===== src/design/img_filter_defs.svh =====
`ifndef IMG_FILTER_DEFS_SVH
`define IMG_FILTER_DEFS_SVH

// Image geometry. Both sizes must be at least 3 so that a full 3x3 window
// fits inside the frame.
`define IMG_COLS 8
`define IMG_ROWS 6

// Grayscale pixel width.
`define PIX_W 8

// Width of the column and row counters.
`define CNT_W 10

`endif


===== src/design/img_filter_pkg.sv =====
`default_nettype none

`include "img_filter_defs.svh"

package img_filter_pkg;

    typedef logic [`PIX_W-1:0] pixel_t;

    // One column of the window. bot is the newest row.
    typedef struct packed {
        pixel_t top;
        pixel_t mid;
        pixel_t bot;
    } col_taps_t;

    // Row first; p22 is the most recent pixel.
    typedef struct packed {
        pixel_t p00;
        pixel_t p01;
        pixel_t p02;
        pixel_t p10;
        pixel_t p11;
        pixel_t p12;
        pixel_t p20;
        pixel_t p21;
        pixel_t p22;
    } window_t;

    typedef struct packed {
        pixel_t data;
        logic   last;
    } result_t;

    typedef enum logic [2:0] {
        S_IDLE,
        S_STEP,
        S_FILT,
        S_RES,
        S_RES_DROP,
        S_ACK
    } ctrl_state_e;

endpackage

`default_nettype wire


===== src/design/gauss_filter.sv =====
`default_nettype none

`include "img_filter_defs.svh"

module gauss_filter (
    input  wire                          clk,
    input  wire                          rst_n,
    input  wire img_filter_pkg::window_t i_window,
    input  wire                          i_load,
    input  wire                          i_last,
    output img_filter_pkg::result_t      o_res
);

    // The kernel weights add up to 16, so four extra bits hold the full sum.
    localparam int SUM_W = `PIX_W + 4;

    logic [SUM_W-1:0] corner_sum;
    logic [SUM_W-1:0] edge_sum;
    logic [SUM_W-1:0] sum;

    logic [`PIX_W-1:0] data_q;
    logic              last_q;

    assign corner_sum = SUM_W'(i_window.p00) + SUM_W'(i_window.p02) +
                        SUM_W'(i_window.p20) + SUM_W'(i_window.p22);

    assign edge_sum = SUM_W'(i_window.p01) + SUM_W'(i_window.p10) +
                      SUM_W'(i_window.p12) + SUM_W'(i_window.p21);

    assign sum = corner_sum + (edge_sum << 1) + (SUM_W'(i_window.p11) << 2);

    always_ff @(posedge clk) begin
        if (!rst_n) begin
            last_q <= 1'b0;
        end else if (i_load) begin
            last_q <= i_last;
        end
    end

    // Divide by 16 and truncate.
    always_ff @(posedge clk) begin
        if (i_load) begin
            data_q <= sum[SUM_W-1:4];
        end
    end

    assign o_res.data = data_q;
    assign o_res.last = last_q;

endmodule

`default_nettype wire


===== src/design/img_filter_top.sv =====
`default_nettype none

`include "img_filter_defs.svh"

module img_filter_top (
    input  wire                     clk,
    input  wire                     rst_n,
    input  wire                     i_pix_req,
    input  wire  [`PIX_W-1:0]       i_pix,
    output logic                    o_pix_ack,
    output logic                    o_res_req,
    output img_filter_pkg::result_t o_res,
    input  wire                     i_res_ack
);

    logic                      advance;
    logic                      filt_load;
    logic                      win_valid;
    logic                      frame_last;
    img_filter_pkg::col_taps_t taps;
    img_filter_pkg::window_t   window;

    line_buffer u_line_buffer (
        .clk       (clk),
        .rst_n     (rst_n),
        .i_advance (advance),
        .i_pix     (i_pix),
        .o_taps    (taps)
    );

    window_datapath u_window_datapath (
        .clk          (clk),
        .rst_n        (rst_n),
        .i_advance    (advance),
        .i_taps       (taps),
        .o_window     (window),
        .o_win_valid  (win_valid),
        .o_frame_last (frame_last)
    );

    gauss_filter u_gauss_filter (
        .clk      (clk),
        .rst_n    (rst_n),
        .i_window (window),
        .i_load   (filt_load),
        .i_last   (frame_last),
        .o_res    (o_res)
    );

    window_ctrl u_window_ctrl (
        .clk          (clk),
        .rst_n        (rst_n),
        .i_pix_req    (i_pix_req),
        .o_pix_ack    (o_pix_ack),
        .i_win_valid  (win_valid),
        .i_frame_last (frame_last),
        .o_advance    (advance),
        .o_filt_load  (filt_load),
        .o_res_req    (o_res_req),
        .i_res_ack    (i_res_ack)
    );

endmodule

`default_nettype wire


===== src/design/line_buffer.sv =====
`default_nettype none

`include "img_filter_defs.svh"

module line_buffer (
    input  wire                            clk,
    input  wire                            rst_n,
    input  wire                            i_advance,
    input  wire  [`PIX_W-1:0]              i_pix,
    output img_filter_pkg::col_taps_t      o_taps
);

    localparam int PTR_W = $clog2(`IMG_COLS);

    // line0_mem holds the previous row, line1_mem the row before that.
    logic [`PIX_W-1:0] line0_mem [`IMG_COLS];
    logic [`PIX_W-1:0] line1_mem [`IMG_COLS];

    logic [PTR_W-1:0] ptr_q;

    img_filter_pkg::col_taps_t taps_q;

    // The pointer tracks the column, so reset also realigns it to a new frame.
    always_ff @(posedge clk) begin
        if (!rst_n) begin
            ptr_q <= '0;
        end else if (i_advance) begin
            if (ptr_q == PTR_W'(`IMG_COLS - 1)) begin
                ptr_q <= '0;
            end else begin
                ptr_q <= ptr_q + 1'b1;
            end
        end
    end

    // On advance the column shifts up one row: the new pixel goes into the
    // first line and the value it replaces moves into the second.
    always_ff @(posedge clk) begin
        if (i_advance) begin
            line0_mem[ptr_q] <= i_pix;
            line1_mem[ptr_q] <= line0_mem[ptr_q];
        end
    end

    // The taps are read every cycle.  While a request waits in idle the pixel
    // and the pointer are stable, so the taps are settled by the advance.
    always_ff @(posedge clk) begin
        taps_q.top <= line1_mem[ptr_q];
        taps_q.mid <= line0_mem[ptr_q];
        taps_q.bot <= i_pix;
    end

    assign o_taps = taps_q;

endmodule

`default_nettype wire


===== src/design/window_ctrl.sv =====
`default_nettype none

module window_ctrl (
    input  wire  clk,
    input  wire  rst_n,
    input  wire  i_pix_req,
    output logic o_pix_ack,
    input  wire  i_win_valid,
    input  wire  i_frame_last,
    output logic o_advance,
    output logic o_filt_load,
    output logic o_res_req,
    input  wire  i_res_ack
);

    img_filter_pkg::ctrl_state_e state_q;
    img_filter_pkg::ctrl_state_e state_d;

    always_ff @(posedge clk) begin
        if (!rst_n) begin
            state_q <= img_filter_pkg::S_IDLE;
        end else begin
            state_q <= state_d;
        end
    end

    always_comb begin
        state_d = state_q;
        case (state_q)
            img_filter_pkg::S_IDLE: begin
                if (i_pix_req) begin
                    state_d = img_filter_pkg::S_STEP;
                end
            end
            img_filter_pkg::S_STEP: begin
                state_d = img_filter_pkg::S_FILT;
            end
            // The window flags are registered by the advance, so they are
            // current here.
            img_filter_pkg::S_FILT: begin
                if (i_win_valid) begin
                    state_d = img_filter_pkg::S_RES;
                end else begin
                    state_d = img_filter_pkg::S_ACK;
                end
            end
            img_filter_pkg::S_RES: begin
                if (i_res_ack) begin
                    state_d = img_filter_pkg::S_RES_DROP;
                end
            end
            img_filter_pkg::S_RES_DROP: begin
                if (!i_res_ack) begin
                    state_d = img_filter_pkg::S_ACK;
                end
            end
            img_filter_pkg::S_ACK: begin
                if (!i_pix_req) begin
                    state_d = img_filter_pkg::S_IDLE;
                end
            end
            default: begin
                state_d = img_filter_pkg::S_IDLE;
            end
        endcase
    end

    assign o_advance   = (state_q == img_filter_pkg::S_STEP);
    assign o_filt_load = (state_q == img_filter_pkg::S_FILT);
    assign o_res_req   = (state_q == img_filter_pkg::S_RES);
    assign o_pix_ack   = (state_q == img_filter_pkg::S_ACK);

endmodule

`default_nettype wire


===== src/design/window_datapath.sv =====
`default_nettype none

`include "img_filter_defs.svh"

module window_datapath (
    input  wire                            clk,
    input  wire                            rst_n,
    input  wire                            i_advance,
    input  wire img_filter_pkg::col_taps_t i_taps,
    output img_filter_pkg::window_t        o_window,
    output logic                           o_win_valid,
    output logic                           o_frame_last
);

    // Position of the next pixel to arrive.
    logic [`CNT_W-1:0] col_q;
    logic [`CNT_W-1:0] row_q;

    // Position of the pixel most recently shifted into the window.
    logic [`CNT_W-1:0] pos_col_q;
    logic [`CNT_W-1:0] pos_row_q;

    logic col_wrap;
    logic row_wrap;

    // Index 0 is the newest column.
    img_filter_pkg::col_taps_t taps_sr [3];

    assign col_wrap = (col_q == `CNT_W'(`IMG_COLS - 1));
    assign row_wrap = (row_q == `CNT_W'(`IMG_ROWS - 1));

    always_ff @(posedge clk) begin
        if (!rst_n) begin
            col_q     <= '0;
            row_q     <= '0;
            pos_col_q <= '0;
            pos_row_q <= '0;
        end else if (i_advance) begin
            pos_col_q <= col_q;
            pos_row_q <= row_q;
            if (col_wrap) begin
                col_q <= '0;
                if (row_wrap) begin
                    row_q <= '0;
                end else begin
                    row_q <= row_q + 1'b1;
                end
            end else begin
                col_q <= col_q + 1'b1;
            end
        end
    end

    always_ff @(posedge clk) begin
        if (i_advance) begin
            taps_sr[0] <= i_taps;
            taps_sr[1] <= taps_sr[0];
            taps_sr[2] <= taps_sr[1];
        end
    end

    always_comb begin
        o_window.p00 = taps_sr[2].top;
        o_window.p01 = taps_sr[1].top;
        o_window.p02 = taps_sr[0].top;
        o_window.p10 = taps_sr[2].mid;
        o_window.p11 = taps_sr[1].mid;
        o_window.p12 = taps_sr[0].mid;
        o_window.p20 = taps_sr[2].bot;
        o_window.p21 = taps_sr[1].bot;
        o_window.p22 = taps_sr[0].bot;
    end

    // The window is complete once two full columns and two full rows precede
    // the newest pixel. Rows from an earlier frame are never used then.
    assign o_win_valid = (pos_col_q >= `CNT_W'(2)) && (pos_row_q >= `CNT_W'(2));

    assign o_frame_last = (pos_col_q == `CNT_W'(`IMG_COLS - 1)) &&
                          (pos_row_q == `CNT_W'(`IMG_ROWS - 1));

endmodule

`default_nettype wire


===== config.mk =====
export PLATFORM = sky130hd
export DESIGN_NAME = img_filter_top
export DESIGN_NICKNAME = d
export VERILOG_FILES = /design/src/design/img_filter_pkg.sv /design/src/design/gauss_filter.sv /design/src/design/img_filter_top.sv /design/src/design/line_buffer.sv /design/src/design/window_ctrl.sv /design/src/design/window_datapath.sv
export VERILOG_INCLUDE_DIRS = /design/src /design/src/design
export SDC_FILE = /design/constraint.sdc
export NUM_CORES = 1
export LEC_CHECK = 0
export BUFFER_PORTS_ARGS = -buffer_cell sky130_fd_sc_hd__buf_2
export CORE_UTILIZATION = 56
export DETAILED_ROUTE_END_ITERATION = 8
export HOLD_SLACK_MARGIN = 0.02
export PLACE_DENSITY = 0.75
export SKIP_LAST_GASP = 1
export SLEW_MARGIN = 20
export SYNTH_ARGS = -nofsm -noshare
export SYNTH_HDL_FRONTEND = slang
export SYNTH_HIERARCHICAL = 1
export SYNTH_SLANG_ARGS = --single-unit
export TNS_END_PERCENT = 10

===== constraint.sdc =====
create_clock -name clk -period 7.7 [get_ports clk]
set_input_delay 0.385 -clock clk [delete_from_list [all_inputs] [get_ports clk]]
set_output_delay 0.385 -clock clk [all_outputs]
set_load 0.01 [all_outputs]

======== Word-level counts from Yosys, hierarchy flattened ========
Memory sizes are Yosys's and may differ from the RTL's. A register that Yosys moved wholly into a read port is not among the register bits.
Cells that the tools add are included.
operators by class
  add/sub/neg operators ................... 11
  $lt $le $gt $ge ......................... 2
  equality and inequality tests ........... 14
  muxes and demuxes ....................... 13
  reductions and logical operators ........ 5
operators with widths
  operator               count
  $eq 10x3->1 const B    4
  $add 12x8->12          2
  $mux 3                 8
  $add 11x8->11          2
  $add 10x1->10 const B  2
  $ge 10x2->1 const B    2
  $mux 10                2
  $add 8x8->9            2
  $pmux 3 s6             1
  $add 12x10->12         1
  $add 12x12->12         1
  $eq 3x3->1 const B     3
  $eq 3x2->1 const B     2
  $ne 2x2->1 const B     3
  $reduce_and 4->1       1
  $add 3x1->3 const B    1
  $eq 3x1->1 const B     1
  $logic_not 3->1        1
  $logic_and 1x1->1      2
  $mux 1                 2
  $ne 2x1->1 const B     1
  $reduce_and 2->1       1
storage, ports and cells
  register bits after elaboration ......... 71
  bits in writable memories ............... 200
  word-level logic and storage cells ...... 58
  memories kept ........................... 3
memories
  name                       depth  bits a word  rd ports  clocked after memory_dff  wr ports  RTL line               source
  u_window_datapath.taps_sr  3      24           3         0                         3         window_datapath.sv:27  img_filter_pkg::col_taps_t taps_sr [3];
  u_line_buffer.line0_mem    8      8            1         1                         1         line_buffer.sv:16      logic [`PIX_W-1:0] line0_mem [`IMG_COLS];
  u_line_buffer.line1_mem    8      8            1         1                         1         line_buffer.sv:17      logic [`PIX_W-1:0] line1_mem [`IMG_COLS];

======== Logic depth before layout (Yosys ltp) ========
Gate-level depths: netlist (run 1).
An unclocked memory read counts as a cell.
  word-level depth ........................ 6
  gate-level depth with buffers ........... 20
  mapped depth without buffers ............ 20

======== By module ========
Netlist (run 1), hierarchy kept.
by module, submodules not included
  module           times used  cells each  area each (sq um)
  line_buffer      1           283         5,690.5
  window_datapath  1           262         4,002.6
  gauss_filter     1           250         2,314.7
  window_ctrl      1           26          207.7

======== Least setup slack after synthesis (run 1) ========
OpenSTA, ideal clock, no wires.
  path type ............................... reg-to-reg
  from .................................... register u_window_ctrl.state_q[0]
  to ...................................... memory u_line_buffer/line0_mem[0][0] (netlist name), enable pin
  data arrival time ....................... 7,992 ps
  slack ................................... -702 ps
  cell stages (with the launch flop) ...... 6
  path buffers ............................ 1
  period minus slack after synthesis ...... 8,402 ps
  cell sequence ........................... dfxtp_1 -> buf_4 -> inv_2 -> nor3_1 -> nand2b_1 -> nor3_1
on the way
  longest elaborated chain between the ends .. 3
RTL lines
  element                       RTL line              source
  from (decl)                   window_ctrl.sv:16     img_filter_pkg::ctrl_state_e state_q;
  from (signal assigned)        window_ctrl.sv:21     state_q <= img_filter_pkg::S_IDLE;
  from (signal assigned)        window_ctrl.sv:23     state_q <= state_d;
  $eq 3x1->1                    window_ctrl.sv:68     assign o_advance = (state_q == img_filter_pkg::S_STEP);
  named net advance             img_filter_top.sv:16  logic advance;
  $mux 1                        line_buffer.sv:39     if (i_advance) begin
  $mux 1 (implied by the code)  line_buffer.sv:40     line0_mem[ptr_q] <= i_pix;
  to (decl)                     line_buffer.sv:16
The timed path passes the listed nets, and every way through them passes these cells.

==> results of run 1 <==
layer usage:
metal	track usage [%]	wire length [um]	vias to the layer above
met4	4.85	438	0
met2	31.6	9730	108
met5	0	0	-
met3	3.26	734	35
met1	25.7	9240	3186
li1	-	-	3071
logic make-up after synthesis:
kind of cell             after synthesis  share of synthesized area, %
multiplexers                          66                          7.88
XOR/XNOR                              24                          1.72
AND/OR/NAND/NOR                      159                          7.55
AO/OA/AOI/OAI                         96                          5.57
flip-flops                           282                          63.3
buffers and inverters                122                          4.19
adder cells (fa/ha/maj)               72                          9.83
worst paths after layout:
path	endpoint	from	slack, ns
max	u_gauss_filter/data_q[6]	u_window_datapath/taps_sr[0][25]	2.45
min	u_line_buffer/o_taps[3]	i_pix[3]	0.05
max reg2reg	u_gauss_filter/data_q[6]	u_window_datapath/taps_sr[0][25]	2.45
min reg2reg	u_window_datapath/taps_sr[0][15]	u_line_buffer/o_taps[15]	0.40
cell usage in the layout (no fill, tap or decap), types with 14 or more instances in the layout:
cell type  Yosys  final
edfxtp_1     208    208
mux4_1        15     15
nand2_1       22     22
nand3_1       14     14
buf_2          8     22
xor2_1        18     18
mux2i_1       32     32
nor2b_1       26     26
clkbuf_16      0     29
nor2_1        35     35
mux2_2        16     16
buf_4          3     14
ha_1          32     32
inv_1         97     97
a21oi_1       17     17
dfxtp_1       74     74
fa_1          40     40
flip-flops by register name, summed over array words and instances (netlist names), named ones only:
name	flops
u_window_datapath/row_q	10
u_gauss_filter/data_q	8
u_line_buffer/line0_mem	64
u_line_buffer/o_taps	24
u_window_ctrl/state_q	3
u_line_buffer/line1_mem	64
u_window_datapath/pos_row_q	10
u_gauss_filter/last_q	1
u_line_buffer/ptr_q	3
u_window_datapath/pos_col_q	10
u_window_datapath/col_q	10
u_window_datapath/taps_sr	72
layout make-up:
| cell class | count | share of cell area, % |
|---|---|---|
| Tap cell | 275 | 2.53 |
| Clock buffer | 42 | 5.85 |
| Clock inverter | 12 | 0.911 |
| Sequential cell | 282 | 56.9 |
| Multi-Input combinational cell | 417 | 29.4 |
| Timing Repair Buffer | 38 | 1.73 |
| Inverter | 98 | 2.71 |
power by group through the flow:
stage	Sequential, W	Combinational (W)	Clock, W
6_report	0.00192	0.00191	0.00133
5_1_grt	0.00193	0.00221	0.00143
4_1_cts	0.00192	0.00192	0.00137
3_5_place_dp	0.00195	0.00190	0
3_3_place_gp	0.00194	0.00185	0
2_1_floorplan	0.00194	0.00155	0
cell usage after synthesis (8+ instances only):
master	instances
a21oi_1	17
o21ai_0	13
a211oi_1	8
dfxtp_1	74
nor2b_1	26
ha_1	32
mux2i_1	32
xor2_1	18
inv_1	97
mux4_1	15
nand2_1	22
nor2_1	35
buf_2	8
nand3_1	14
fa_1	40
nand2b_1	9
edfxtp_1	208
mux2_2	16
metrics by stage:
stage,power (W),instances,utilization [%],hold slack (ns),setup WS (ns)
after floorplan,0.00350,821,-,0.386,1.95
after global placement,0.00379,1108,59.6,0.388,2.58
after detailed placement,0.00385,1108,59.6,0.389,2.49
after CTS,0.00521,1164,64.0,0.0205,2.45
after global routing,0.00556,1164,64.0,0.0309,2.12
final,0.00516,1164,64.0,0.0476,2.45
==> metrics.cfg, run 1 <==
[status]
status=complete, no violations

[timing]
period_minus_slack_ns=5.25
worstMarginPinSlew_ns=0.951
fin_skew_ns=0.0118
setup_tns_ns=0
finalMaxSlewViolations=0
rsz0062_at_grt=false
clock.fmax_ghz=0.190
slew_headroom_pct=36.5
setup_viol=0
hold_viol_final=0
fin_crit_sh_pct=68.2

[power_and_ir_drop]
power_frac_comb_pct=37.0
p_leak_nw=5.00
p_int_w=0.00353
pwr-share-seq_pct=37.2
clock_power_share_pct=25.9
switchingPower_w=0.00163
vdd_drop_max_v=0.000345
p_sw_share_pct=31.6
p_per_area_mw_per_mm2=380

[yosys]
synth_seq_area_share_pct=63.3
syn_inst=821
synth-async-reset-ratio_pct=0
post-synth-top-area-fraction_pct=51.1
yosysUniqueCellTypes=73
synth_fp_nets=905
synth.area.top_cells=edfxtp_1 (51%), dfxtp_1 (12%), fa_1 (6.6%)
synth-main-ff-cell=edfxtp_1
avgSynthCellArea_um2=14.9
yosysTopAreaCell=edfxtp_1
netlist_area_mm2=0.0122
yosysWarnings=6
synth_edf_count=208
ys_ff_latch=282

[critical_path]
crit_top_cell=fa_1
worst-path-buf-inv=4
cp-end-kind=register
critical_path_depth=20
cp.required_ns=7.98
critPathSlowestCell=fa_1
arrival_ns=5.53
cpLargestDelayFamily=adder cells
crit_path_max_incr_delay_ns=0.54
path_cells=inv_1 -> fa_1 -> inv_1 -> fa_1 -> ha_1 -> inv_1 -> fa_1 -> nor2b_1 -> o21ai_1 -> a21oi_1 -> nand2b_1 -> fa_1 -> fa_1 -> inv_1 -> ha_1 -> o21a_1 -> o21a_1 -> o22a_2 -> a211oi_1 -> a211oi_1
worstSetupPathType=reg -> reg
path_max_fanout=3
critPathLaunchType=register
worstRegToRegCells=20

[job]
cap_viol_max_count=0

[clock_network]
clockRootBuffer=clkbuf_16
cts_tree=built
cts_resized=0
clock_latency_ns=0.55
postCtsHoldBufs=2
post_cts_buffers=0
cts.sink_count=282
cts_inserted_buffers=29
cts_buffer_depth=3
htreeDepth=1
clk_pin_slew_worst_paths_ns=0.06

[routing]
wl_per_cell_um=17.3
dr_total_vias=6400
post-route-drc-count=0
firstDrtPassIters=4
drtIter0Drc=306
drt-total-wl_um=20100
ant_nets=0
via_per_inst=5.50

[cells_and_area]
antenna_cells=0
multi_input_area_mm2=0.00400
seqCellArea_mm2=0.00773
nets=950
layout-drive-gt1-share_pct=13.2
syn_to_final_growth_pct=11.3
final_area_mm2=0.0136
n_fill_cell=1566

[place]
io_buffers=22
globalplace.congestion=0.765
dpl_cell_area_mm2=0.0127
dp_hpwl_um=13300

[floorplanning]
dieWidth_um=150
die_h_um=150
fp.dieArea_mm2=0.0224
rows=53
start_util_pct=57.6
core_area_mm2=0.0212
io-pin-count=23

[global_route]
gr-usage-all-layers_pct=18.9
antenna_found_initial=0
grt_pass1_vias=6418
gr-total-overflow=0
grt_max_degree=74
grt_first_pass_wirelength_um=32900

[hold_path]
min_path_cells=1
holdCritPathClass=in -> reg

(Power assumes the default switching activity.)
==> run 2: changes to the inputs <==
==> constraint.sdc (replaced) <==
create_clock -name clk -period 4.76 [get_ports clk]
set_input_delay 0.238 -clock clk [delete_from_list [all_inputs] [get_ports clk]]
set_output_delay 0.238 -clock clk [all_outputs]
set_load 0.01 [all_outputs]
==> metrics.cfg, run 2 (same netlist as run 1, synthesis figures left out) <==
[status]
status=complete, but fails checks  ; was complete, no violations
violations=negative setup slack

[place]
dpl.cell_count=1128  ; was 1108
place_ws_ns=-0.340  ; was 2.49 ns
globalplace.congestion=0.818  ; was 0.765
io_buffers=22  ; unchanged
dpl_cell_area_mm2=0.0128  ; was 0.0127 mm^2
dp_hpwl_um=13400  ; was 13300 um

[cells_and_area]
final_area_mm2=0.0139  ; was 0.0136 mm^2
layout-drive-gt1-share_pct=17.0  ; was 13.2%
final_common_cell=edfxtp_1  ; unchanged
stdcell_count=1192  ; was 1164
top_regs=u_window_datapath/taps_sr (72), u_line_buffer/line0_mem (64), u_line_buffer/line1_mem (64)  ; unchanged
n_fill_cell=1462  ; was 1566
top_register=u_window_datapath/taps_sr  ; unchanged
syn_to_final_growth_pct=14.1  ; was 11.3%
nets=979  ; was 950
largest_reg_flops=72  ; unchanged
final_cell_mix=edfxtp_1 (208), inv_1 (96), dfxtp_1 (74)  ; was edfxtp_1 (208), inv_1 (97), dfxtp_1 (74)
antenna_cells=0  ; unchanged
fin_util_pct=65.7  ; was 64.0%

[hold_path]
min-delay-start=i_pix_req  ; was i_pix[3]
holdPathEnd=u_window_ctrl/state_q[2]  ; was u_line_buffer/o_taps[3]
holdCritPathClass=in -> reg  ; unchanged
min_path_cells=3  ; was 1

[power_and_ir_drop]
p_per_area_mw_per_mm2=679  ; was 380 mW/mm^2
pwr-share-seq_pct=32.7  ; was 37.2%
switchingPower_w=0.00299  ; was 0.00163 W
p_int_w=0.00648  ; was 0.00353 W
power_frac_comb_pct=44.4  ; was 37.0%
p_leak_nw=5.16  ; was 5.00 nW
p_sw_share_pct=31.6  ; about the same
clock_power_share_pct=22.8  ; was 25.9%
vdd_drop_max_v=0.000683  ; was 0.000345 V

[timing]
slew_headroom_pct=38.4  ; was 36.5%
timing.final.ws_setup_ns=-0.235  ; was 2.45 ns
rsz0062_at_grt=true  ; was false
clock.fmax_ghz=0.200  ; was 0.190 GHz
worstMarginPinSlew_ns=0.918  ; was 0.951 ns
fin_crit_sh_pct=105  ; was 68.2%
setup_tns_ns=-0.837  ; was 0 ns
fin_skew_ns=0.0128  ; was 0.0118 ns
period_minus_slack_ns=4.99  ; was 5.25 ns
finalMaxSlewViolations=0  ; unchanged
hold_viol_final=0  ; unchanged
setup_viol=6  ; was 0

[critical_path]
worstSetupPathType=reg -> reg  ; unchanged
crit_top_cell=fa_1  ; unchanged
cp.required_ns=5.04  ; was 7.98 ns
path_cells=inv_2 -> fa_1 -> inv_1 -> fa_1 -> ha_2 -> inv_1 -> fa_2 -> nor2b_2 -> o21ai_2 -> a21oi_2 -> nand2b_4 -> fa_1 -> fa_1 -> inv_1 -> ha_4 -> o21a_1 -> o21a_1 -> o22a_2 -> a31oi_2 -> xnor2_1  ; was inv_1 -> fa_1 -> inv_1 -> fa_1 -> ha_1 -> inv_1 -> fa_1 -> nor2b_1 -> o21ai_1 -> a21oi_1 -> nand2b_1 -> fa_1 -> fa_1 -> inv_1 -> ha_1 -> o21a_1 -> o21a_1 -> o22a_2 -> a211oi_1 -> a211oi_1
r2r_end=u_gauss_filter/data_q[7]  ; was u_gauss_filter/data_q[6]
critPathSlowestCell=fa_1  ; unchanged
worstRegToRegCells=20  ; unchanged
path_max_fanout=3  ; unchanged
rrSetupSlack_ns=-0.23  ; was 2.45 ns
r2r-start=u_window_datapath/taps_sr[0][25]  ; unchanged
critPathLaunchType=register  ; unchanged
arrival_ns=5.28  ; was 5.53 ns
cp-end-kind=register  ; unchanged
crit_path_max_incr_delay_ns=0.53  ; was 0.54 ns

[routing]
firstDrtPassIters=4  ; unchanged
ant_nets=0  ; unchanged
drtIter0Drc=338  ; was 306
dr_total_vias=6445  ; was 6400
wl_per_cell_um=17.2  ; was 17.3 um
post-route-drc-count=0  ; unchanged
via_per_inst=5.41  ; was 5.50
drt-total-wl_um=20500  ; was 20100 um

[global_route]
grt_max_degree=74  ; unchanged
antenna_found_initial=0  ; unchanged
grt_pass1_vias=6535  ; was 6418
gr-total-overflow=0  ; unchanged
gr-usage-all-layers_pct=19.4  ; was 18.9%
grt_first_pass_wirelength_um=33500  ; was 32900 um

[clock_network]
clockRootBuffer=clkbuf_16  ; unchanged
cts_tree=built  ; unchanged
clock_latency_ns=0.54  ; was 0.55 ns
cts_buffer_depth=3  ; unchanged
clk_pin_slew_worst_paths_ns=0.06  ; about the same
cts.sink_count=282  ; unchanged
htreeDepth=1  ; unchanged
cts_inserted_buffers=28  ; was 29

[floorplanning]
io-pin-count=23  ; unchanged
dieWidth_um=150  ; unchanged
core_area_mm2=0.0212  ; unchanged
start_util_pct=57.6  ; unchanged
rows=53  ; unchanged
die_h_um=150  ; unchanged
fp.dieArea_mm2=0.0224  ; unchanged

[job]
cap_viol_max_count=0  ; unchanged

-- run 2: changes by cell type in the layout (fill, tap and decap cells not counted), moves of 2 or more --
cell / delta
a211oi_2: +2
clkinv_2: -2
ha_1: -4
clkbuf_1: -2
clkbuf_8: +4
ha_4: +3
dlygate4sd3_1: +7
a211oi_1: -2
buf_4: +23
-- run 2: critical path: cells and delay by family, from the launching register on --
| family | cells | cell delay (ns) |
|---|---|---|
| AND/OR/NAND/NOR | 2 | 0.29 |
| XOR/XNOR | 1 | 0.10 |
| AO/OA/AOI/OAI | 6 | 1.05 |
| flip-flops | 1 | 0.36 |
| adder cells (fa/ha/maj) | 7 | 2.72 |
| buffers and inverters | 4 | 0.22 |
-- run 2: how the worst max path moves through the flow --
stage                                           startpoint                       end  slack (ns)
after global placement    u_window_datapath/taps_sr[0][25]  u_gauss_filter/data_q[6]       -0.26
after floorplan           u_window_datapath/taps_sr[0][25]  u_gauss_filter/data_q[6]       -0.17
final                     u_window_datapath/taps_sr[0][25]  u_gauss_filter/data_q[7]       -0.23
after CTS                 u_window_datapath/taps_sr[0][25]  u_gauss_filter/data_q[7]       -0.19
after global routing      u_window_datapath/taps_sr[0][25]  u_gauss_filter/data_q[7]       -0.48
after detailed placement  u_window_datapath/taps_sr[0][25]  u_gauss_filter/data_q[6]       -0.34
-- run 2: cell type report --
type / instances / area (um^2) / share of cell area [%]
clock buffer: 43 / 817 / 5.86
inverter: 98 / 368 / 2.64
multi-input combinational: 417 / 4090 / 29.3
timing repair buffer: 68 / 478 / 3.43
clock inverter: 9 / 116 / 0.835
sequential: 282 / 7730 / 55.4
tap: 275 / 344 / 2.47
-- run 2: per-stage QoR --
step / power (W) / hold slack (ns)
after detailed placement: 0.00689 / 0.389
after global routing: 0.0101 / 0.0715
after CTS: 0.00938 / 0.0602
final: 0.00947 / 0.0833
after global placement: 0.00679 / 0.387
after floorplan: 0.00565 / 0.266
-- run 2: per-layer routing --
metal,GRT usage [%],wire (um)
met1,26.4,9310
met2,33.0,9980
met3,2.80,789
met4,4.80,380
met5,0,0
-- run 2: timing repair --
action | in CTS | in global routing
pin swaps | 19 | 3
endpoints found under the setup margin | 6 | 6
resized for setup | 10 | 6
buffers inserted | 3 | 0
hold buffers | 9 | 0
endpoints found under the hold margin | 74 | 0
-- run 2: power groups by stage --
| stage | Sequential [W] | Clock, W | Combinational, W |
|---|---|---|---|
| 2_1_floorplan | 0.00314 | 0 | 0.00251 |
| 3_3_place_gp | 0.00314 | 0 | 0.00364 |
| 3_5_place_dp | 0.00315 | 0 | 0.00374 |
| 4_1_cts | 0.00310 | 0.00221 | 0.00406 |
| 5_1_grt | 0.00312 | 0.00231 | 0.00467 |
| 6_report | 0.00310 | 0.00216 | 0.00421 |
==> run 3: changes to the inputs <==
--- a/config.mk
+++ b/config.mk
@@ -10,7 +10,7 @@
 export CORE_UTILIZATION = 56
 export DETAILED_ROUTE_END_ITERATION = 8
 export HOLD_SLACK_MARGIN = 0.02
-export PLACE_DENSITY = 0.75
+export PLACE_DENSITY = 0.72
 export SKIP_LAST_GASP = 1
 export SLEW_MARGIN = 20
 export SYNTH_ARGS = -nofsm -noshare
==> constraint.sdc (replaced) <==
create_clock -name clk -period 5.7 [get_ports clk]
set_input_delay 0.285 -clock clk [delete_from_list [all_inputs] [get_ports clk]]
set_output_delay 0.285 -clock clk [all_outputs]
set_load 0.01 [all_outputs]
==> metrics.cfg, run 3 (same netlist as run 1, synthesis figures left out) <==
[status]
status=complete, no violations  ; was complete, but fails checks

[power_and_ir_drop]
p_leak_nw=5.07  ; was 5.16 nW
vdd_drop_max_v=0.000398  ; was 0.000683 V
power_w=0.00722  ; was 0.00947 W
p_per_area_mw_per_mm2=524  ; was 679 mW/mm^2

[timing]
hold_viol_final=0  ; unchanged
slew_headroom_pct=28.1  ; was 38.4%
rsz0062_at_grt=false  ; was true
finalMaxSlewViolations=0  ; unchanged
worstMarginPinSlew_ns=1.07  ; was 0.918 ns
setup_tns_ns=0  ; was -0.837 ns
setup_viol=0  ; was 6
clock.fmax_ghz=0.187  ; was 0.200 GHz
fin_skew_ns=0.0186  ; was 0.0128 ns
period_minus_slack_ns=5.35  ; was 4.99 ns
fin_crit_sh_pct=93.8  ; was 105%

[cells_and_area]
antenna_cells=0  ; unchanged
final_common_cell=edfxtp_1  ; unchanged
top_regs=u_window_datapath/taps_sr (72), u_line_buffer/line0_mem (64), u_line_buffer/line1_mem (64)  ; unchanged
nets=954  ; was 979
syn_to_final_growth_pct=12.8  ; was 14.1%
top_register=u_window_datapath/taps_sr  ; unchanged
largest_reg_flops=72  ; unchanged
layout-drive-gt1-share_pct=13.7  ; was 17.0%
final_area_mm2=0.0138  ; was 0.0139 mm^2
final_cell_mix=edfxtp_1 (208), inv_1 (97), dfxtp_1 (74)  ; was edfxtp_1 (208), inv_1 (96), dfxtp_1 (74)

[clock_network]
cts.sink_count=282  ; unchanged
post_cts_buffers=0  ; was 3
cts_tree=built  ; unchanged
clockRootBuffer=clkbuf_16  ; unchanged
cts_buffer_depth=3  ; unchanged
htreeDepth=1  ; unchanged
cts_inserted_buffers=28  ; unchanged
clock_latency_ns=0.54  ; about the same
clk_pin_slew_worst_paths_ns=0.06  ; about the same

[floorplanning]
dieWidth_um=150  ; unchanged
io-pin-count=23  ; unchanged
start_util_pct=57.6  ; unchanged
fp.dieArea_mm2=0.0224  ; unchanged
rows=53  ; unchanged
die_h_um=150  ; unchanged
core_area_mm2=0.0212  ; unchanged

[job]
cap_viol_max_count=0  ; unchanged

[global_route]
grt_pass1_vias=6697  ; was 6535
gr-usage-all-layers_pct=19.4  ; about the same
grt_max_degree=70  ; was 74
grt_first_pass_wirelength_um=33600  ; was 33500 um
antenna_found_initial=0  ; unchanged
gr-total-overflow=0  ; unchanged

[routing]
wl_per_cell_um=17.7  ; was 17.2 um
firstDrtPassIters=4  ; unchanged
via_per_inst=5.56  ; was 5.41
drt-total-wl_um=20600  ; was 20500 um
drtIter0Drc=299  ; was 338
ant_nets=0  ; unchanged
post-route-drc-count=0  ; unchanged
dr_total_vias=6484  ; was 6445

[critical_path]
worstSetupPathType=reg -> reg  ; unchanged
cp-end-kind=register  ; unchanged
arrival_ns=5.62  ; was 5.28 ns
path_max_fanout=3  ; unchanged
critPathLaunchType=register  ; unchanged
cp.required_ns=5.97  ; was 5.04 ns

[place]
dp_hpwl_um=13800  ; was 13400 um
globalplace.congestion=0.864  ; was 0.818
io_buffers=22  ; unchanged
dpl_cell_area_mm2=0.0126  ; was 0.0128 mm^2

[hold_path]
holdCritPathClass=in -> reg  ; unchanged

## run 3: cell types whose count changed in the layout (fill, tap and decap cells not counted), sizes merged
cell | before | now
clkinvlp | 0 | 1
bufinv | 2 | 6
inv | 98 | 99
clkinv | 7 | 6
clkbuf | 43 | 38
buf | 59 | 34
## run 3: timing repair
action | in CTS | in global routing
endpoints found under the hold margin | 19 | 0
hold buffers | 9 | 0
setup endpoints to repair | 0 | 1
gates resized for setup | 0 | 2
## run 3: layout make-up
cell class                      instances  area, um^2
Clock buffer                           38         810
Clock inverter                         14         226
Fill cell                            1513        7440
Inverter                               98         368
Multi-Input combinational cell        417        4020
Sequential cell                       282        7730
Tap cell                              275         344
Timing Repair Buffer                   43         290
## run 3: report_power, final
group	switching [W]	leakage (nW)	internal, W
registers	0.0000649	2.50	0.00252
logic	0.00144	2.06	0.00119
clock network	0.000731	0.504	0.00126
total	0.00224	5.07	0.00498
## run 3: critical path: stages (launching register included)
cell	delay [ns]
edfxtp_1	0.41
inv_1	0.11
fa_1	0.46
fa_1	0.58
inv_1	0.06
ha_1	0.29
a21o_1	0.20
a211oi_1	0.34
nor2_1	0.11
nor2_1	0.13
xor2_1	0.20
fa_1	0.47
fa_1	0.54
inv_1	0.04
ha_1	0.32
o21a_1	0.14
o21a_1	0.17
o22a_2	0.22
a211oi_1	0.24
a211oi_1	0.07
## run 3: through the flow
stage	worst slack (ns)	hold WS [ns]	instances	utilization, %
floorplan	0.765	0.313	821	-
global placement	0.589	0.391	1106	59.6
detailed placement	0.380	0.391	1106	59.6
CTS	0.371	0.114	1167	64.9
global route	0.0349	0.140	1167	65.0
finish	0.354	0.126	1167	65.0
## run 3: path summary, 6_finish.rpt
| check | from | depth (start not counted) | end | slack [ns] |
|---|---|---|---|---|
| min reg2reg | u_line_buffer/o_taps[10] | 0 | u_window_datapath/taps_sr[0][10] | 0.41 |
| min | i_pix_req | 3 | u_window_ctrl/state_q[2] | 0.13 |
| max | u_window_datapath/taps_sr[0][10] | 19 | u_gauss_filter/data_q[6] | 0.35 |
| max reg2reg | u_window_datapath/taps_sr[0][10] | 19 | u_gauss_filter/data_q[6] | 0.35 |
## run 3: layer usage
metal  up-vias  global-route usage [%]  routed length [um]
met2       113                    33.8               10300
li1       3082                       -                   -
met3        32                    2.90                 648
met4         0                    4.75                 355
met1      3257                    25.7                9310
met5         -                       0                   0
